### src/common/issue_macros.svh
`ifndef ISSUE_MACROS_SVH
`define ISSUE_MACROS_SVH

// ------------------------------
// datapath widths
// ------------------------------

// operand word, rv64
`define ISSUE_XLEN 64
// virtual address width of the pc
`define ISSUE_VLEN 39

// ------------------------------
// register file and commit
// ------------------------------

// general-purpose registers, x0 included
`define ISSUE_NR_REGS 32
`define ISSUE_REG_ADDR_W 5
// commit ports writing back per cycle
`define ISSUE_NR_COMMIT 2
// scoreboard slot tag
`define ISSUE_TRANS_ID_W 3

`endif
### src/common/issue_pkg.sv
`default_nettype none

package issue_pkg;

  `include "issue_macros.svh"

  // ------------------------------
  // scalar types
  // ------------------------------
  typedef logic [`ISSUE_XLEN-1:0] xlen_t;
  typedef logic [`ISSUE_VLEN-1:0] vaddr_t;
  typedef logic [`ISSUE_REG_ADDR_W-1:0] reg_addr_t;
  typedef logic [`ISSUE_TRANS_ID_W-1:0] trans_id_t;

  // target functional unit of an instruction
  typedef enum logic [2:0] {
    NONE      = 3'd0,
    ALU       = 3'd1,
    CTRL_FLOW = 3'd2,
    CSR       = 3'd3,
    MULT      = 3'd4,
    LOAD      = 3'd5,
    STORE     = 3'd6
  } fu_t;

  // operation code, passed through to the unit untouched
  typedef enum logic [3:0] {
    ADD   = 4'd0,
    SUB   = 4'd1,
    XORL  = 4'd2,
    ORL   = 4'd3,
    ANDL  = 4'd4,
    SLL   = 4'd5,
    SRL   = 4'd6,
    SRA   = 4'd7,
    MUL   = 4'd8,
    LD    = 4'd9,
    SD    = 4'd10,
    JALR  = 4'd11,
    CSRRW = 4'd12
  } fu_op_t;

  // per-register unit that will write that register next
  typedef fu_t [`ISSUE_NR_REGS-1:0] clobber_t;

  // instruction offered to the issue stage
  typedef struct packed {
    fu_t       fu;
    fu_op_t    op;
    reg_addr_t rs1;
    reg_addr_t rs2;
    reg_addr_t rd;
    xlen_t     imm;
    vaddr_t    pc;
    logic      use_pc;
    logic      use_imm;
    logic      use_zimm;
    logic      ex_valid;
    trans_id_t trans_id;
  } issue_instr_t;

endpackage

`default_nettype wire

### src/logic/issue_register.sv
`timescale 1ns/1ps
`default_nettype none

module issue_register
  import issue_pkg::*;
(
  input  wire logic   clk_i,
  input  wire logic   rst_uarch_ni,
  input  wire logic   flush_i,
  input  issue_instr_t instr_i,
  input  wire logic   instr_valid_i,
  input  wire logic   issue_ack_i,
  // selected operands
  input  xlen_t       operand_a_i,
  input  xlen_t       operand_b_i,
  input  xlen_t       imm_i,
  // ID/EX payload
  output xlen_t       operand_a_o,
  output xlen_t       operand_b_o,
  output xlen_t       imm_o,
  output fu_t         fu_o,
  output fu_op_t      op_o,
  output trans_id_t   trans_id_o,
  output vaddr_t      pc_o,
  // per-unit strobes
  output logic        alu_valid_o,
  output logic        branch_valid_o,
  output logic        lsu_valid_o,
  output logic        mult_valid_o,
  output logic        csr_valid_o,
  output logic        mult_pending_o
);

  logic accept;

  // exceptions are acked but never start a unit
  assign accept = instr_valid_i && issue_ack_i && !instr_i.ex_valid;

  // ------------------------------
  // unit strobes
  // ------------------------------
  always_ff @(posedge clk_i or negedge rst_uarch_ni) begin
    if (!rst_uarch_ni) begin
      alu_valid_o    <= 1'b0;
      branch_valid_o <= 1'b0;
      lsu_valid_o    <= 1'b0;
      mult_valid_o   <= 1'b0;
      csr_valid_o    <= 1'b0;
    end else begin
      // one-cycle pulses, cleared by default
      alu_valid_o    <= 1'b0;
      branch_valid_o <= 1'b0;
      lsu_valid_o    <= 1'b0;
      mult_valid_o   <= 1'b0;
      csr_valid_o    <= 1'b0;
      // a flush drops the strobe so no unit starts on stale operands
      if (accept && !flush_i) begin
        case (instr_i.fu)
          ALU:         alu_valid_o    <= 1'b1;
          CTRL_FLOW:   branch_valid_o <= 1'b1;
          MULT:        mult_valid_o   <= 1'b1;
          LOAD, STORE: lsu_valid_o    <= 1'b1;
          CSR:         csr_valid_o    <= 1'b1;
          default: ;
        endcase
      end
    end
  end

  // hazard check blocks alu-type issue behind a multiply
  assign mult_pending_o = mult_valid_o;

  // ------------------------------
  // payload, loaded every cycle
  // ------------------------------
  always_ff @(posedge clk_i or negedge rst_uarch_ni) begin
    if (!rst_uarch_ni) begin
      operand_a_o <= '0;
      operand_b_o <= '0;
      imm_o       <= '0;
      fu_o        <= NONE;
      op_o        <= ADD;
      trans_id_o  <= '0;
      pc_o        <= '0;
    end else begin
      operand_a_o <= operand_a_i;
      operand_b_o <= operand_b_i;
      imm_o       <= imm_i;
      fu_o        <= instr_i.fu;
      op_o        <= instr_i.op;
      trans_id_o  <= instr_i.trans_id;
      pc_o        <= instr_i.pc;
    end
  end

endmodule

`default_nettype wire

### config.mk
export PLATFORM = sky130hd
export DESIGN_NAME = issue_register
export DESIGN_NICKNAME = d
export VERILOG_FILES = /design/src/common/issue_pkg.sv /design/src/logic/issue_register.sv
export VERILOG_INCLUDE_DIRS = /design/src /design/src/common
export SDC_FILE = /design/constraint.sdc
export NUM_CORES = 1
export LEC_CHECK = 0
export BUFFER_PORTS_ARGS = -buffer_cell sky130_fd_sc_hd__buf_2
export CAP_MARGIN = 25
export CORE_AREA = 5 5 218 220
export DETAILED_ROUTE_END_ITERATION = 16
export DIE_AREA = 0 0 223 225
export PLACE_DENSITY = 0.34
export SLEW_MARGIN = 20
export SYNTH_ARGS = -nofsm -noshare
export SYNTH_HDL_FRONTEND = slang
export SYNTH_SLANG_ARGS = --single-unit
### constraint.sdc
create_clock -name clk_i -period 0.8 [get_ports clk_i]
set_input_delay 0.16 -clock clk_i [delete_from_list [all_inputs] [get_ports clk_i]]
set_output_delay 0.16 -clock clk_i [all_outputs]
set_load 0.05 [all_outputs]
==> qor.yml <==
grt_pass1_vias: 6303
fin_crit_ps: 1280
p_leak_nw: 6.98
fmax_ghz: 0.778
multi_input_area_um2: 88.8
dr.first_iter.drc_count: 113
io_pins: 576
postLayoutSetupSlackWorst_ps: -485
worst_path_dominant_cell_family: "flip-flops"
grt_start_max_net_pins: 32
drt-pass1-iter-count: 4
die_h_um: 225
whs_ps: -59.9
drv_slew: 0
start_util_pct: 13.9
violations: "negative hold slack, negative setup slack"
grt-ovfl-total: 0
place_ws_ps: -109
gp_congestion: 0.733
grt_antenna_before_repair: 2
die-area_um2: 50200
slowest_delay_ps: 420
min_period_over_period_pct: 161
place_area_um2: 9770
end_kind: "output pin"
maxCapViolCount: 0
cts_setup_buffers: 0
path_class: "register to output pin"
syn_inst: 254
clk_pin_slew_ps: 50
status: "finished, violations left"
layout.nets: 1366
cts_buffers: 29
slew_headroom_pct: 80.6
path_buf_inv: 1
fillers: 4450
rsz0062_at_grt: "true"
startpoint_type: "register"
synthDistinctLibCells: 8
drive_gt1_share_pct: 52.8
rows: 78
cts_sinks: 246
holdBufCountCts: 243
power_density_nw_per_um2: 2200
avgRoutedWirePerCell_um: 14.9
netlist_area_um2: 6250
hpwl_um: 17800
worstMarginPinSlew_ps: 290
finalInstanceArea_um2: 14700
crit_path_max_fanout: 2
portBuffers: 493
clk_path_buf_depth: 3
cts_htree_levels: 1
cp.arrival_ps: 1120
holdCritPathClass: "primary input to register"
synth-warning-count: 0
syn2layout_area_growth_pct: 135
drc: 0
cp_slowest_cell: "dfrtp_2"
synth-seq-cells: 246
regArea_um2: 6160
setup_viol: 247
ys_seq_area_share_pct: 98.5
ir_worst_vdd_mv: 1.72
drt-total-wl_um: 24700
cp_cell_sequence: "buf_6"
routed_via_density: 3.13
finalHoldViolCount: 4
cts_root_buf: "clkbuf_16"
worstPathRequired_ps: 640
final_cell_mix: "245 x dfrtp_1, 245 x buf_2, 244 x buf_6"
design.core.area_um2: 45100
ant_nets: 0
fp.dieW_um: 223
grtUsageTotal_pct: 9.40
syn_nets: 583
avgSynthCellArea_um2: 24.6
cts_tree: "done"
grt_pass1_wl_um: 37100
vias: 5186
[state kept, by name, summed over array words and instances (netlist names)]
name and flops:
imm_o 64, operand_a_o 64, operand_b_o 64, pc_o 39
op_o 4, fu_o 3, trans_id_o 3, alu_valid_o 1
branch_valid_o 1, csr_valid_o 1, lsu_valid_o 1, mult_pending_o 1
[layout make-up]
class | instances | area share [%]
Sequential cell | 246 | 41.9
Timing Repair Buffer | 753 | 45.8
Multi-Input combinational cell | 7 | 0.604
Clock inverter | 7 | 0.673
Antenna cell | 2 | 0.0341
Clock buffer | 44 | 5.87
Tap cell | 600 | 5.11
[final timing paths]
kind | startpoint | cells after the start | slack (ps) | endpoint
setup / recovery | mult_pending_o | 1 | -480 | mult_valid_o
hold / removal | flush_i | 3 | -60 | mult_pending_o
max in group asynchronous | rst_uarch_ni | 3 | 110 | imm_o[63]
min in group asynchronous | rst_uarch_ni | 3 | 150 | operand_a_o[38]
[synthesized netlist by cell type]
library cell  count  area share [%]
nor4b_1           2            0.28
and4bb_2          1            0.20
nor4b_2           1            0.24
nand4bb_4         1            0.44
buf_4             1            0.12
dfrtp_1         246              98
xnor2_1           1            0.14
nor3b_1           1            0.12
[per-stage QoR]
step	setup TNS [ps]	cells	power [W]	utilization, %
global route	-124650	1658	0.0338	32.6
detailed placement	-374	1363	0.0176	21.7
CTS	-122650	1657	0.0331	32.6
finish	-108150	1659	0.0323	32.6
global placement	-372	1363	0.0176	21.7
floorplan	-57.0	254	0.0157	-
[cells by family after synthesis]
group,share of synthesized area (%)
buffers and inverters,0.120
flip-flops,98.5
AND/OR/NAND/NOR,1.28
XOR/XNOR,0.140
[layer usage]
metal | vias to the layer above | GRT usage (%) | routed length [um]
li1 | 2370 | - | -
met1 | 2514 | 9.43 | 8000
met2 | 264 | 17.8 | 13700
met3 | 38 | 3.87 | 2300
met4 | 0 | 2.69 | 745
met5 | - | 0 | 0
[where the power goes]
part           switching (W)  internal (W)  total, W
Sequential          0.000299        0.0131    0.0134
Clock                0.00513       0.00803    0.0132
Combinational        0.00329       0.00254   0.00582
[timing repair]
item | CTS | global route
resized for setup | 488 | 0
endpoints found under the hold margin | 492 | 4
endpoints found under the setup margin | 247 | 247
(Power assumes the default switching activity.)
