<file path="src/common/issue_macros.svh">
`ifndef ISSUE_MACROS_SVH
`define ISSUE_MACROS_SVH

// ------------------------------
// datapath widths
// ------------------------------

// operand word, rv64
`define ISSUE_XLEN 64
// virtual address width of the pc
`define ISSUE_VLEN 39

// ------------------------------
// register file and commit
// ------------------------------

// general-purpose registers, x0 included
`define ISSUE_NR_REGS 32
`define ISSUE_REG_ADDR_W 5
// commit ports writing back per cycle
`define ISSUE_NR_COMMIT 2
// scoreboard slot tag
`define ISSUE_TRANS_ID_W 3

`endif
</file>
<file path="src/common/issue_pkg.sv">
`default_nettype none

package issue_pkg;

  `include "issue_macros.svh"

  // ------------------------------
  // scalar types
  // ------------------------------
  typedef logic [`ISSUE_XLEN-1:0] xlen_t;
  typedef logic [`ISSUE_VLEN-1:0] vaddr_t;
  typedef logic [`ISSUE_REG_ADDR_W-1:0] reg_addr_t;
  typedef logic [`ISSUE_TRANS_ID_W-1:0] trans_id_t;

  // target functional unit of an instruction
  typedef enum logic [2:0] {
    NONE      = 3'd0,
    ALU       = 3'd1,
    CTRL_FLOW = 3'd2,
    CSR       = 3'd3,
    MULT      = 3'd4,
    LOAD      = 3'd5,
    STORE     = 3'd6
  } fu_t;

  // operation code, passed through to the unit untouched
  typedef enum logic [3:0] {
    ADD   = 4'd0,
    SUB   = 4'd1,
    XORL  = 4'd2,
    ORL   = 4'd3,
    ANDL  = 4'd4,
    SLL   = 4'd5,
    SRL   = 4'd6,
    SRA   = 4'd7,
    MUL   = 4'd8,
    LD    = 4'd9,
    SD    = 4'd10,
    JALR  = 4'd11,
    CSRRW = 4'd12
  } fu_op_t;

  // per-register unit that will write that register next
  typedef fu_t [`ISSUE_NR_REGS-1:0] clobber_t;

  // instruction offered to the issue stage
  typedef struct packed {
    fu_t       fu;
    fu_op_t    op;
    reg_addr_t rs1;
    reg_addr_t rs2;
    reg_addr_t rd;
    xlen_t     imm;
    vaddr_t    pc;
    logic      use_pc;
    logic      use_imm;
    logic      use_zimm;
    logic      ex_valid;
    trans_id_t trans_id;
  } issue_instr_t;

endpackage

`default_nettype wire

</file>
<file path="src/logic/hazard_check.sv">
`timescale 1ns/1ps
`default_nettype none

`include "issue_macros.svh"

module hazard_check
  import issue_pkg::*;
(
  input  issue_instr_t                     instr_i,
  input  wire logic                        instr_valid_i,
  // scoreboard view
  input  clobber_t                         clobber_i,
  input  wire logic                        sb_a_valid_i,
  input  wire logic                        sb_b_valid_i,
  // unit readiness
  input  wire logic                        flu_ready_i,
  input  wire logic                        lsu_ready_i,
  input  wire logic                        stall_i,
  input  wire logic                        mult_pending_i,
  // commit ports of this cycle
  input  reg_addr_t [`ISSUE_NR_COMMIT-1:0] commit_waddr_i,
  input  wire logic [`ISSUE_NR_COMMIT-1:0] commit_we_i,
  output logic                             fwd_a_o,
  output logic                             fwd_b_o,
  output logic                             stall_o,
  output logic                             issue_ack_o
);

  logic fu_busy;
  logic rd_free;

  // ------------------------------
  // operand availability
  // ------------------------------
  always_comb begin : operand_check
    stall_o = stall_i;
    fwd_a_o = 1'b0;
    fwd_b_o = 1'b0;
    // zimm carries an immediate in rs1, nothing to wait on
    if (!instr_i.use_zimm && (clobber_i[instr_i.rs1] != NONE)) begin
      // csr results only reach the operand through the register file
      if (sb_a_valid_i && (clobber_i[instr_i.rs1] != CSR)) begin
        fwd_a_o = 1'b1;
      end else begin
        stall_o = 1'b1;
      end
    end
    if (clobber_i[instr_i.rs2] != NONE) begin
      if (sb_b_valid_i && (clobber_i[instr_i.rs2] != CSR)) begin
        fwd_b_o = 1'b1;
      end else begin
        stall_o = 1'b1;
      end
    end
  end

  // ------------------------------
  // unit busy
  // ------------------------------
  always_comb begin : unit_busy
    case (instr_i.fu)
      ALU, CTRL_FLOW, CSR, MULT: fu_busy = ~flu_ready_i;
      LOAD, STORE:               fu_busy = ~lsu_ready_i;
      default:                   fu_busy = 1'b0;
    endcase
  end

  // ------------------------------
  // write after write
  // ------------------------------
  always_comb begin : waw_check
    // rd free when nobody in flight targets it
    rd_free = (clobber_i[instr_i.rd] == NONE);
    // or when the pending writer commits right now
    for (int unsigned p = 0; p < `ISSUE_NR_COMMIT; p++) begin
      if (commit_we_i[p] && (commit_waddr_i[p] == instr_i.rd)) begin
        rd_free = 1'b1;
      end
    end
  end

  // ------------------------------
  // acknowledge
  // ------------------------------
  always_comb begin : ack_gen
    issue_ack_o = 1'b0;
    if (instr_valid_i) begin
      if (!stall_o && !fu_busy && rd_free) begin
        issue_ack_o = 1'b1;
      end
      // exceptions and unit-less instructions never wait
      if (instr_i.ex_valid || (instr_i.fu == NONE)) begin
        issue_ack_o = 1'b1;
      end
    end
    // the multiplier owns the fixed-latency bus in the next cycle
    if (mult_pending_i && (instr_i.fu inside {ALU, CTRL_FLOW, CSR})) begin
      issue_ack_o = 1'b0;
    end
  end

endmodule

`default_nettype wire

</file>
<file path="config.mk">
export PLATFORM = sky130hd
export DESIGN_NAME = hazard_check
export DESIGN_NICKNAME = d
export VERILOG_FILES = /design/src/common/issue_pkg.sv /design/src/logic/hazard_check.sv
export VERILOG_INCLUDE_DIRS = /design/src /design/src/common
export SDC_FILE = /design/constraint.sdc
export NUM_CORES = 1
export LEC_CHECK = 0
export BUFFER_PORTS_ARGS = -buffer_cell sky130_fd_sc_hd__buf_2
export CORE_AREA = 2 2 99 101
export DETAILED_ROUTE_END_ITERATION = 8
export DIE_AREA = 0 0 101 103
export PLACE_DENSITY_LB_ADDON = 0.2
export SLEW_MARGIN = 5
export SYNTH_ARGS = -nofsm -noshare
export SYNTH_HDL_FRONTEND = slang
export SYNTH_SLANG_ARGS = --single-unit
</file>
<file path="constraint.sdc">
create_clock -name vclk -period 2.89
set_clock_uncertainty 0.15 [all_clocks]
set_input_delay 0.289 -clock vclk [all_inputs]
set_output_delay 0.289 -clock vclk [all_outputs]
set_load 0.05 [all_outputs]
</file>
==> reports/metrics.cfg <==
[status]
status=complete, but fails checks
violations=negative setup slack

[clock_tree]
post-cts-setup-buffers=0
ctsHoldBuffers=0

[pwr]
peakVddDrop_v=0.0000718
intPower_mw=0.335
seq_power_share_pct=0
cellLeakagePower_nw=1.64
p_sw_mw=0.321
p_sw_share_pct=48.9
pwr-share-comb_pct=100.0
power_mw=0.656
pwr-share-clk_pct=0
power_density_nw_per_um2=172

[timing]
setup_viol=1
fin_crit_sh_pct=100
hold_viol=0
slew_headroom_pct=69.8
fin_crit_ns=2.90
final-max-slew-violation-count=0
tightest_slew_ns=0.453
setup_slack_ns=-0.00923
clock.fmax_ghz=0.345
rsz0062_at_grt=yes
hold_ws_ns=0.792

[global_routing]
track_usage_pct=21.1
gr-total-overflow=0
antenna_found_initial=0
grt_max_degree=18
grt_pass1_vias=3218
grt_pass1_wl_microns=17200

[drt]
viasPerCell=5.86
first_pass_iters=4
drc_errors=0
ant_nets=0
wl_microns=11400
drtIter0Drc=194
detail_route.wl_per_cell_microns=20.9
vias=3187

[final_layout]
utilization_pct=40.4
diodes=0
flops_and_latches=0
final_common_cell=buf_2
layout-drive-gt1-share_pct=59.8
area_growth_pct=62.6
design_area_sq_um=3820
final_cell_mix=buf_2 (122), buf_4 (57), mux4_2 (36), mux2i_1 (36)
num-clock-buffers=0
seq_area_sq_um=0
layout.nets=679

[yosys]
avgSynthCellArea_sq_um=9.04
synth_top_area_share_pct=34.5
syn_area_sq_um=2350
synth.largest_area_cell=mux4_2
synthCells=260
synth_warnings=0
syn-num-nets=507
ys_types=38
synthTopCellsByArea=mux4_2 (34%), mux2i_1 (16%), nor4_1 (5.3%)
synth_seq_area_share_pct=0

[flow_run]
maxCapViolCount=0

[worst_setup_path]
path_cells=buf_2 -> nor3_2 -> a21oi_2 -> mux4_2 -> mux2_4 -> o21a_1 -> a211o_1 -> o32ai_4 -> buf_6
crit_start=clobber_i[23]
slowest_delay_ns=0.49
cpLargestDelayFamily=compound AO/OA/AOI/OAI gates
crit_cells=9
cp_max_fo=2
cp.buffers_inverters=2
cp-start-kind=input port
critical_path_class=in -> out
endpoint_kind=output pin
cp.required_ns=2.45
critPathSlowestCell=mux4_2
arrival_ns=2.46

[die]
design.die.area_sq_um=10400
die_y_microns=103
rows=36
die_w_microns=101
core_area_sq_um=9460
start_util_pct=24.9
io-pin-count=251

[placed_design]
io_buffers=139
dp_slack_ns=-0.354
place.gp.congestion=0.863
dpl_cell_area_sq_um=3530
dp_hpwl_microns=9650

[hold_path]
hold_start=stall_i
whs_path_depth=3
hp-class=in -> out

[repair_timing]
| action | 4_1_cts | 5_1_grt |
|---|---|---|
| pin swaps | 4 | 3 |
| gates resized for setup | 22 | 47 |
| endpoints found under the setup margin | 4 | 4 |
[cell usage after synthesis (4+ instances only)]
cell type and instances:
nand3_1 12, buf_2 11, nor2b_1 7, xnor2_1 4
xor2_1 10, a21oi_1 13, nand4_1 4, nor4_1 20
a211oi_1 6, nor3_1 13, nand2_1 4, mux2i_1 38
a31oi_1 4, mux4_2 36, nand2b_1 4, a22oi_1 14
clkbuf_1 11, o21ai_0 5, nor2_1 7
[metal layers]
metal  global-route usage (%)  wire length, microns  vias to the layer above
li1                         -                     -                     1447
met1                     27.9                  4560                     1565
met2                     37.4                  5740                      154
met3                     2.71                   827                       21
met4                     3.64                   227                        0
met5                        0                     0                        -
[per-stage QoR]
| stage | setup TNS [ns] | cells |
|---|---|---|
| 6_report | -0.00923 | 544 |
| 5_1_grt | -0.101 | 544 |
| 4_1_cts | -0.00681 | 544 |
| 3_5_place_dp | -1.09 | 544 |
| 3_3_place_gp | -1.10 | 544 |
| 2_1_floorplan | -0.0714 | 260 |
[tightest hold or removal path: stages]
cell and delay (ns):
buf_2 0.10, or3_4 0.12, buf_6 0.14
[power groups by stage]
| stage | Combinational (mW) | Sequential, mW | Clock [mW] |
|---|---|---|---|
| 2_1_floorplan | 0.317 | 0 | 0 |
| 3_3_place_gp | 0.591 | 0 | 0 |
| 3_5_place_dp | 0.596 | 0 | 0 |
| 4_1_cts | 0.619 | 0 | 0 |
| 5_1_grt | 0.702 | 0 | 0 |
| 6_report | 0.656 | 0 | 0 |
[worst paths after layout]
check | end | slack (ns)
worst max-delay path | issue_ack_o | -0.009
worst min-delay path | stall_o | 0.79
[final cells by class]
type,instances,area (sq um)
Fill cell,974,5640
Tap cell,114,143
Inverter,3,11.3
Timing Repair Buffer,194,1230
Multi-Input combinational cell,233,2440
[cell families after synthesis]
family | Yosys count | share of synthesized area (%)
mux | 75 | 51.1
buf+inv | 27 | 5.53
simple gates | 83 | 20.2
xor+xnor | 14 | 5.22
compound gates | 61 | 17.9
No activity file was read; power rests on OpenSTA's default activity.
