[src/common/issue_macros.svh]
`ifndef ISSUE_MACROS_SVH
`define ISSUE_MACROS_SVH

// ------------------------------
// datapath widths
// ------------------------------

// operand word, rv64
`define ISSUE_XLEN 64
// virtual address width of the pc
`define ISSUE_VLEN 39

// ------------------------------
// register file and commit
// ------------------------------

// general-purpose registers, x0 included
`define ISSUE_NR_REGS 32
`define ISSUE_REG_ADDR_W 5
// commit ports writing back per cycle
`define ISSUE_NR_COMMIT 2
// scoreboard slot tag
`define ISSUE_TRANS_ID_W 3

`endif
[src/common/issue_pkg.sv]
`default_nettype none

package issue_pkg;

  `include "issue_macros.svh"

  // ------------------------------
  // scalar types
  // ------------------------------
  typedef logic [`ISSUE_XLEN-1:0] xlen_t;
  typedef logic [`ISSUE_VLEN-1:0] vaddr_t;
  typedef logic [`ISSUE_REG_ADDR_W-1:0] reg_addr_t;
  typedef logic [`ISSUE_TRANS_ID_W-1:0] trans_id_t;

  // target functional unit of an instruction
  typedef enum logic [2:0] {
    NONE      = 3'd0,
    ALU       = 3'd1,
    CTRL_FLOW = 3'd2,
    CSR       = 3'd3,
    MULT      = 3'd4,
    LOAD      = 3'd5,
    STORE     = 3'd6
  } fu_t;

  // operation code, passed through to the unit untouched
  typedef enum logic [3:0] {
    ADD   = 4'd0,
    SUB   = 4'd1,
    XORL  = 4'd2,
    ORL   = 4'd3,
    ANDL  = 4'd4,
    SLL   = 4'd5,
    SRL   = 4'd6,
    SRA   = 4'd7,
    MUL   = 4'd8,
    LD    = 4'd9,
    SD    = 4'd10,
    JALR  = 4'd11,
    CSRRW = 4'd12
  } fu_op_t;

  // per-register unit that will write that register next
  typedef fu_t [`ISSUE_NR_REGS-1:0] clobber_t;

  // instruction offered to the issue stage
  typedef struct packed {
    fu_t       fu;
    fu_op_t    op;
    reg_addr_t rs1;
    reg_addr_t rs2;
    reg_addr_t rd;
    xlen_t     imm;
    vaddr_t    pc;
    logic      use_pc;
    logic      use_imm;
    logic      use_zimm;
    logic      ex_valid;
    trans_id_t trans_id;
  } issue_instr_t;

endpackage

`default_nettype wire

[src/common/rf_read_if.sv]
`timescale 1ns/1ps
`default_nettype none

`include "issue_macros.svh"

// two combinational read ports of the register file
interface rf_read_if;

  logic [`ISSUE_REG_ADDR_W-1:0] raddr_a;
  logic [`ISSUE_REG_ADDR_W-1:0] raddr_b;
  logic [`ISSUE_XLEN-1:0]       rdata_a;
  logic [`ISSUE_XLEN-1:0]       rdata_b;

  // storage side, answers in the same cycle
  modport regfile (
    input  raddr_a,
    input  raddr_b,
    output rdata_a,
    output rdata_b
  );

  // requesting side
  modport reader (
    output raddr_a,
    output raddr_b,
    input  rdata_a,
    input  rdata_b
  );

endinterface

`default_nettype wire

[src/logic/operand_select.sv]
`timescale 1ns/1ps
`default_nettype none

`include "issue_macros.svh"

module operand_select
  import issue_pkg::*;
(
  input  issue_instr_t      instr_i,
  // forwarding decision from the hazard check
  input  wire logic         fwd_a_i,
  input  wire logic         fwd_b_i,
  // scoreboard values
  input  xlen_t             sb_a_data_i,
  input  xlen_t             sb_b_data_i,
  rf_read_if.reader         rd_port,
  output xlen_t             operand_a_o,
  output xlen_t             operand_b_o,
  output xlen_t             imm_o
);

  // register file is polled straight from the source indices
  assign rd_port.raddr_a = instr_i.rs1;
  assign rd_port.raddr_b = instr_i.rs2;

  // ------------------------------
  // operand a
  // ------------------------------
  always_comb begin : sel_a
    if (fwd_a_i) begin
      operand_a_o = sb_a_data_i;
    end else begin
      operand_a_o = rd_port.rdata_a;
    end
    // auipc, jal and friends take the pc, sign extended
    if (instr_i.use_pc) begin
      operand_a_o = {{(`ISSUE_XLEN - `ISSUE_VLEN){instr_i.pc[`ISSUE_VLEN-1]}}, instr_i.pc};
    end
    // csr immediate form, zero extended rs1 index wins over pc
    if (instr_i.use_zimm) begin
      operand_a_o = {{(`ISSUE_XLEN - `ISSUE_REG_ADDR_W){1'b0}}, instr_i.rs1};
    end
  end

  // ------------------------------
  // operand b
  // ------------------------------
  always_comb begin : sel_b
    if (fwd_b_i) begin
      operand_b_o = sb_b_data_i;
    end else begin
      operand_b_o = rd_port.rdata_b;
    end
    // stores and branches keep rs2, their immediate travels in imm_o
    if (instr_i.use_imm && (instr_i.fu != STORE) && (instr_i.fu != CTRL_FLOW)) begin
      operand_b_o = instr_i.imm;
    end
  end

  assign imm_o = instr_i.imm;

endmodule

`default_nettype wire

[src/flat_wrapper.sv]
// flat-port wrapper written by rule: the top's interface ports become plain ports
module operand_select_flat import issue_pkg::*;
  (instr_i, fwd_a_i, fwd_b_i, sb_a_data_i, sb_b_data_i, operand_a_o, operand_b_o, imm_o, rd_port_raddr_a, rd_port_raddr_b, rd_port_rdata_a, rd_port_rdata_b);
  rf_read_if rd_port_i ();
  input  issue_instr_t instr_i;
  input  wire logic fwd_a_i;
  input  wire logic fwd_b_i;
  input  xlen_t sb_a_data_i;
  input  xlen_t sb_b_data_i;
  output xlen_t operand_a_o;
  output xlen_t operand_b_o;
  output xlen_t imm_o;
  output wire logic [$bits(rd_port_i.raddr_a)-1:0] rd_port_raddr_a;
  output wire logic [$bits(rd_port_i.raddr_b)-1:0] rd_port_raddr_b;
  input wire logic [$bits(rd_port_i.rdata_a)-1:0] rd_port_rdata_a;
  input wire logic [$bits(rd_port_i.rdata_b)-1:0] rd_port_rdata_b;
  assign rd_port_raddr_a = rd_port_i.raddr_a;
  assign rd_port_raddr_b = rd_port_i.raddr_b;
  assign rd_port_i.rdata_a = rd_port_rdata_a;
  assign rd_port_i.rdata_b = rd_port_rdata_b;
  operand_select u_core (.instr_i(instr_i), .fwd_a_i(fwd_a_i), .fwd_b_i(fwd_b_i), .sb_a_data_i(sb_a_data_i), .sb_b_data_i(sb_b_data_i), .rd_port(rd_port_i), .operand_a_o(operand_a_o), .operand_b_o(operand_b_o), .imm_o(imm_o));
endmodule
[config.mk]
export PLATFORM = sky130hd
export DESIGN_NAME = operand_select_flat
export DESIGN_NICKNAME = d
export VERILOG_FILES = /design/src/common/issue_pkg.sv /design/src/common/rf_read_if.sv /design/src/logic/operand_select.sv /design/src/flat_wrapper.sv
export VERILOG_INCLUDE_DIRS = /design/src /design/src/common
export SDC_FILE = /design/constraint.sdc
export NUM_CORES = 1
export LEC_CHECK = 0
export CAP_MARGIN = 20
export CORE_AREA = 3 3 231 233
export DETAILED_ROUTE_END_ITERATION = 7
export DIE_AREA = 0 0 234 236
export DONT_BUFFER_PORTS = 1
export SLEW_MARGIN = 20
export SYNTH_ARGS = -nofsm -noshare
export SYNTH_HDL_FRONTEND = slang
export SYNTH_SLANG_ARGS = --single-unit
[constraint.sdc]
create_clock -name vclk -period 2.4
set_input_delay 0.24 -clock vclk [all_inputs]
set_output_delay 0.24 -clock vclk [all_outputs]
set_load 0.01 [all_outputs]
==> results of run 1 <==
[per-stage QoR]
step           utilization (%)  std cells  hold slack [ps]
2_1_floorplan                -        477              526
5_1_grt                   8.22       1043              480
3_3_place_gp              8.22       1043              480
3_5_place_dp              8.22       1043              480
6_report                  8.22       1044              480
4_1_cts                   8.22       1043              480
[final cells by class]
class	count	share of cell area [%]
diodes	1	0.0592
inverters	2	0.178
repair buffers	1	0.474
well taps	680	20.1
multi-input cells	360	79.2
[Yosys cell counts]
library cell               count
sky130_fd_sc_hd__mux2_4      120
sky130_fd_sc_hd__buf_4        78
sky130_fd_sc_hd__nor2b_1      59
sky130_fd_sc_hd__mux2i_1      38
sky130_fd_sc_hd__nand2_1      38
sky130_fd_sc_hd__o21ai_0      38
sky130_fd_sc_hd__a211oi_1     26
sky130_fd_sc_hd__nor2_1       26
sky130_fd_sc_hd__mux2_2       13
sky130_fd_sc_hd__clkbuf_1     12
sky130_fd_sc_hd__buf_2        11
sky130_fd_sc_hd__buf_6         8
sky130_fd_sc_hd__buf_8         6
sky130_fd_sc_hd__inv_1         2
sky130_fd_sc_hd__a21o_1        1
sky130_fd_sc_hd__o21ai_4       1
[power breakdown]
group / internal [mW] / switching (mW)
Clock: 0.0000000558 / 0
Sequential: 0 / 0
Combinational: 0.402 / 0.333
Total: 0.402 / 0.333
[per-layer routing]
metal | track usage (%) | part of all wire [%]
met2 | 16.8 | 62
met3 | 0.664 | 7.2
met5 | 0 | 0.059
met4 | 0.167 | 1.4
met1 | 5.84 | 29
[kinds of logic after synthesis]
group | Yosys count | share of synthesized area, %
AND/OR/NAND/NOR | 123 | 14.4
AO/OA/AOI/OAI | 66 | 9.69
multiplexers | 171 | 55.2
buffers and inverters | 117 | 20.7
[worst max-delay path by stage]
| stage | from | endpoint | slack, ps |
|---|---|---|---|
| final | instr_i[130] | operand_b_o[2] | 900 |
| after global routing | instr_i[130] | operand_b_o[2] | 840 |
| after CTS | fwd_a_i | operand_a_o[34] | 870 |
| after detailed placement | fwd_a_i | operand_a_o[34] | 880 |
| after global placement | fwd_a_i | operand_a_o[34] | 870 |
| after floorplan | fwd_b_i | operand_b_o[10] | 1050 |
==> run metrics, run 1 <==
run status finished, final reports clean; reported leakage power 1.66 nW; detailed-route wire length 21900 um; most area-hungry cell type in the Yosys netlist sky130_fd_sc_hd__mux2_4; Worst Setup Path Type in -> out; number of buffers inserted for hold repair after clock tree synthesis 0; maximum vdd ir drop 0.153 mV; Final Wtd Congestion 0.780; kind of cell with the highest combined delay on the critical path buffers and inverters; residual DRC count 0; Global Route Usage Sum 6.93%; worst slew slack as a fraction of its limit 50.3%; count of buffers from port buffering 0; worst path bufs/invs 2; number of top-level pins 592; total area of multi-input combinational cells 3350 um^2; transition time at the pin with the least slew margin 745 ps; class of the tightest hold or removal check in -> out; maximum number of pins on one net before global-route repair 99; top cell type's share of synthesized area 42.7%; number of library cell types mapped by synthesis 16; Required @ worst endpoint 2160 ps; cells after synthesis 477; setup slack of the critical path after layout 898 ps; highest-count cells in the layout ignoring fill and taps 120 x sky130_fd_sc_hd__mux2_4, 59 x sky130_fd_sc_hd__nor2b_1, 38 x sky130_fd_sc_hd__mux2i_1, 38 x sky130_fd_sc_hd__nand2_1, 38 x sky130_fd_sc_hd__o21ai_0; number of max-capacitance violations reported 0; unrepaired setup endpoints after global routing no; DIE WIDTH 234 um; ranking of synthesized cells by area sky130_fd_sc_hd__mux2_4 43%, sky130_fd_sc_hd__buf_4 14%, sky130_fd_sc_hd__mux2i_1 9.0%, sky130_fd_sc_hd__nor2b_1 8.7%, sky130_fd_sc_hd__a211oi_1 4.6%; number of warnings reported in the yosys synthesis log 0; Placeable Area 51400 um^2; average wire length per cell after detail routing 21.0 um; Initial Util 8.21%; worst hold path cell count 0; First DRT Iteration DRCs 121; startpoint type of the worst setup path input port; synthesized area divided by synthesized cell count 8.85 um^2; share of the cycle needed by the critical path after routing 62.6%; total negative slack 0 ps; die span in y 236 um; half-perimeter wire length after detailed placement 20200 um; Final Hold Violating Endpoints 0; final std cell area, no fill 4230 um^2; synthesized net count 867; overall die area 55200 um^2; fill count 6018; kind of end point of the critical path primary output; count of final max-slew check failures 0; num rows 83; worst stage delay on the critical path 420 ps; Worst Hold Launch instr_i[100]; Cell Area, Synth 4220 um^2; CP cell instances inv_1, o21ai_4, buf_12, mux2_2; Via density 3.12; post-CTS setup-driven buffer insertion count 0; Post-layout nets 755; clock period minus final worst setup slack 1500 ps; Area growth syn-to-layout 0.178%; initial antenna violation count 12; total power per unit cell area 174 nW/um^2; FF+latch count 0; f_max 666 MHz; maximum fanout count along the critical path 64; final antenna-violating net count 0; total chip power 0.735 mW; wire length of the first global-routing pass 26600 um; clk_buf instances 0; via count of the first global-routing pass 3296; share of cells above drive strength 1 37.2%; fraction of the yosys area taken by sequential cells 0%; sequential cell area in the final layout 0 um^2; Congestion Overflow GR 0; worst-case setup slack after placement 875 ps; terminating pin of the worst hold path imm_o[54]; overall via count from detail_route 3253; most common cell after layout, fill and taps aside sky130_fd_sc_hd__mux2_4; highest-delay cell along the critical path sky130_fd_sc_hd__mux2_2; Worst Path Arrival 1260 ps; cell depth of the worst setup path 4; number of iterations in the first detailed-routing pass 4; final count of negative-setup-slack endpoints 0; Placed Area 4230 um^2; number of gates given a new drive strength after cts 0
Power figures use the tool's default switching activity.
==> run 2, diff against run 1 <==
Settings changed: CORE_AREA 3 3 231 233 to 3 3 230 232, DIE_AREA 0 0 234 236 to 0 0 233 235.
Clock period 2.4 ns to 1.3 ns, I/O delays scaled along.
==> run metrics, run 2 (synthesis gave the netlist of run 1 again) <==
count of buffers from port buffering 0 (unchanged); sequential cell area in the final layout 0 um^2 (unchanged); final count of negative-setup-slack endpoints 0 (unchanged); Worst Setup Path Type in -> out; startpoint type of the worst setup path input port; maximum number of pins on one net before global-route repair 99 (unchanged); number of buffers inserted for hold repair after clock tree synthesis 0 (unchanged); CP cell instances mux2i_1, o21ai_0, nor2b_1, buf_4; number of cells in the design after placement 1049 (+0.58%); share of cells above drive strength 1 38.5% (+1.3 points); num rows 83 (unchanged); number of max-capacitance violations reported 0 (unchanged); count of final max-slew check failures 0 (unchanged); Initial Util 8.24% (+0.033 points); Placeable Area 51200 um^2 (-0.40%); highest-count cells in the layout ignoring fill and taps 120 x sky130_fd_sc_hd__mux2_4, 59 x sky130_fd_sc_hd__nor2b_1, 38 x sky130_fd_sc_hd__mux2i_1, 38 x sky130_fd_sc_hd__nand2_1, 38 x sky130_fd_sc_hd__o21ai_0; Via density 3.24 (+4.0%); Area growth syn-to-layout 1.69%; kind of end point of the critical path primary output; total power per unit cell area 347 nW/um^2 (+100%); run status finished, final reports clean; average wire length per cell after detail routing 24.0 um (+14%); total negative slack 0 ps (unchanged); worst stage delay on the critical path 540 ps (+120 ps); clock period minus final worst setup slack 1270 ps; fill count 5937 (-1.3%); worst slew slack as a fraction of its limit 54.5% (+4.2 points); clk_buf instances 0 (unchanged); unrepaired setup endpoints after global routing no; overall via count from detail_route 3425 (+5.3%); number of gates given a new drive strength after cts 0 (unchanged); via count of the first global-routing pass 3165 (-4.0%); Congestion Overflow GR 0 (unchanged); share of the cycle needed by the critical path after routing 97.4%; worst-case setup slack after placement 72.5 ps (-803 ps); First DRT Iteration DRCs 484 (+300%); highest-delay cell along the critical path sky130_fd_sc_hd__mux2i_1; Post-layout nets 761 (+0.79%); wire length of the first global-routing pass 31300 um (+18%); post-CTS setup-driven buffer insertion count 0 (unchanged); number of iterations in the first detailed-routing pass 5 (+1); overall die area 54800 um^2 (-0.85%); reported leakage power 1.69 nW (+1.8%); Final Instance Count excl. Fillers 1057 (+1.2%); Required @ worst endpoint 1170 ps (-990 ps); maximum fanout count along the critical path 90 (+41%); most common cell after layout, fill and taps aside sky130_fd_sc_hd__mux2_4; initial antenna violation count 16 (+4); Final Wtd Congestion 1.19 (+53%); half-perimeter wire length after detailed placement 23200 um (+15%); class of the tightest hold or removal check in -> out; FF+latch count 0 (unchanged); Worst Path Arrival 1140 ps (-120 ps); maximum vdd ir drop 0.133 mV (-13%); final antenna-violating net count 0 (unchanged); residual DRC count 0 (unchanged); f_max 790 MHz; setup slack of the critical path after layout 34.3 ps (-863 ps); Final Hold Violating Endpoints 0 (unchanged); DIE WIDTH 233 um (-0.43%); number of top-level pins 592 (unchanged); detailed-route wire length 25300 um (+16%); transition time at the pin with the least slew margin 663 ps (-81.8 ps); Global Route Usage Sum 8.31% (+1.4 points); die span in y 235 um (-0.42%)
## run 2: critical path, delay by kind of cell
kind	cells	cell delay [ps]
multiplexers	1	540
AO/OA/AOI/OAI	1	160
buffers and inverters	1	130
AND/OR/NAND/NOR	1	160
## run 2: worst paths after layout
path | end | depth (start not counted) | slack (ps) | start
setup / recovery | operand_a_o[19] | 4 | 30 | fwd_a_i
hold / removal | rd_port_raddr_b[0] | 0 | 260 | instr_i[115]
## run 2: layout make-up
type / instances / area [um^2] / area share, %
well taps: 680 / 851 / 19.8
inverters: 2 / 7.51 / 0.175
diodes: 8 / 20.0 / 0.466
multi-input cells: 360 / 3350 / 78.0
repair buffers: 7 / 65.1 / 1.52
## run 2: where the power goes
group / switching (mW) / internal (mW) / leakage [nW]
registers: 0 / 0 / 0
logic: 0.729 / 0.762 / 1.69
clock network: 0 / 0.000000835 / 0.0000507
total: 0.729 / 0.762 / 1.69
## run 2: per-stage QoR
stage | utilization, % | instance area, um^2 | hold WS, ps | power [mW]
2_1_floorplan | - | 4220 | 306 | 1.58
3_3_place_gp | 8.34 | 4270 | 260 | 1.47
3_5_place_dp | 8.34 | 4270 | 260 | 1.48
4_1_cts | 8.34 | 4270 | 260 | 1.49
5_1_grt | 8.35 | 4270 | 260 | 1.57
6_report | 8.38 | 4290 | 260 | 1.49
## run 2: layer usage
metal | vias to the layer above | GRT usage, % | wire length [um]
met4 | 14 | 0.0747 | 32
met2 | 326 | 11.3 | 10400
met3 | 20 | 5.44 | 4530
li1 | 1378 | - | -
met5 | - | 0 | 102
met1 | 1687 | 11.5 | 10300
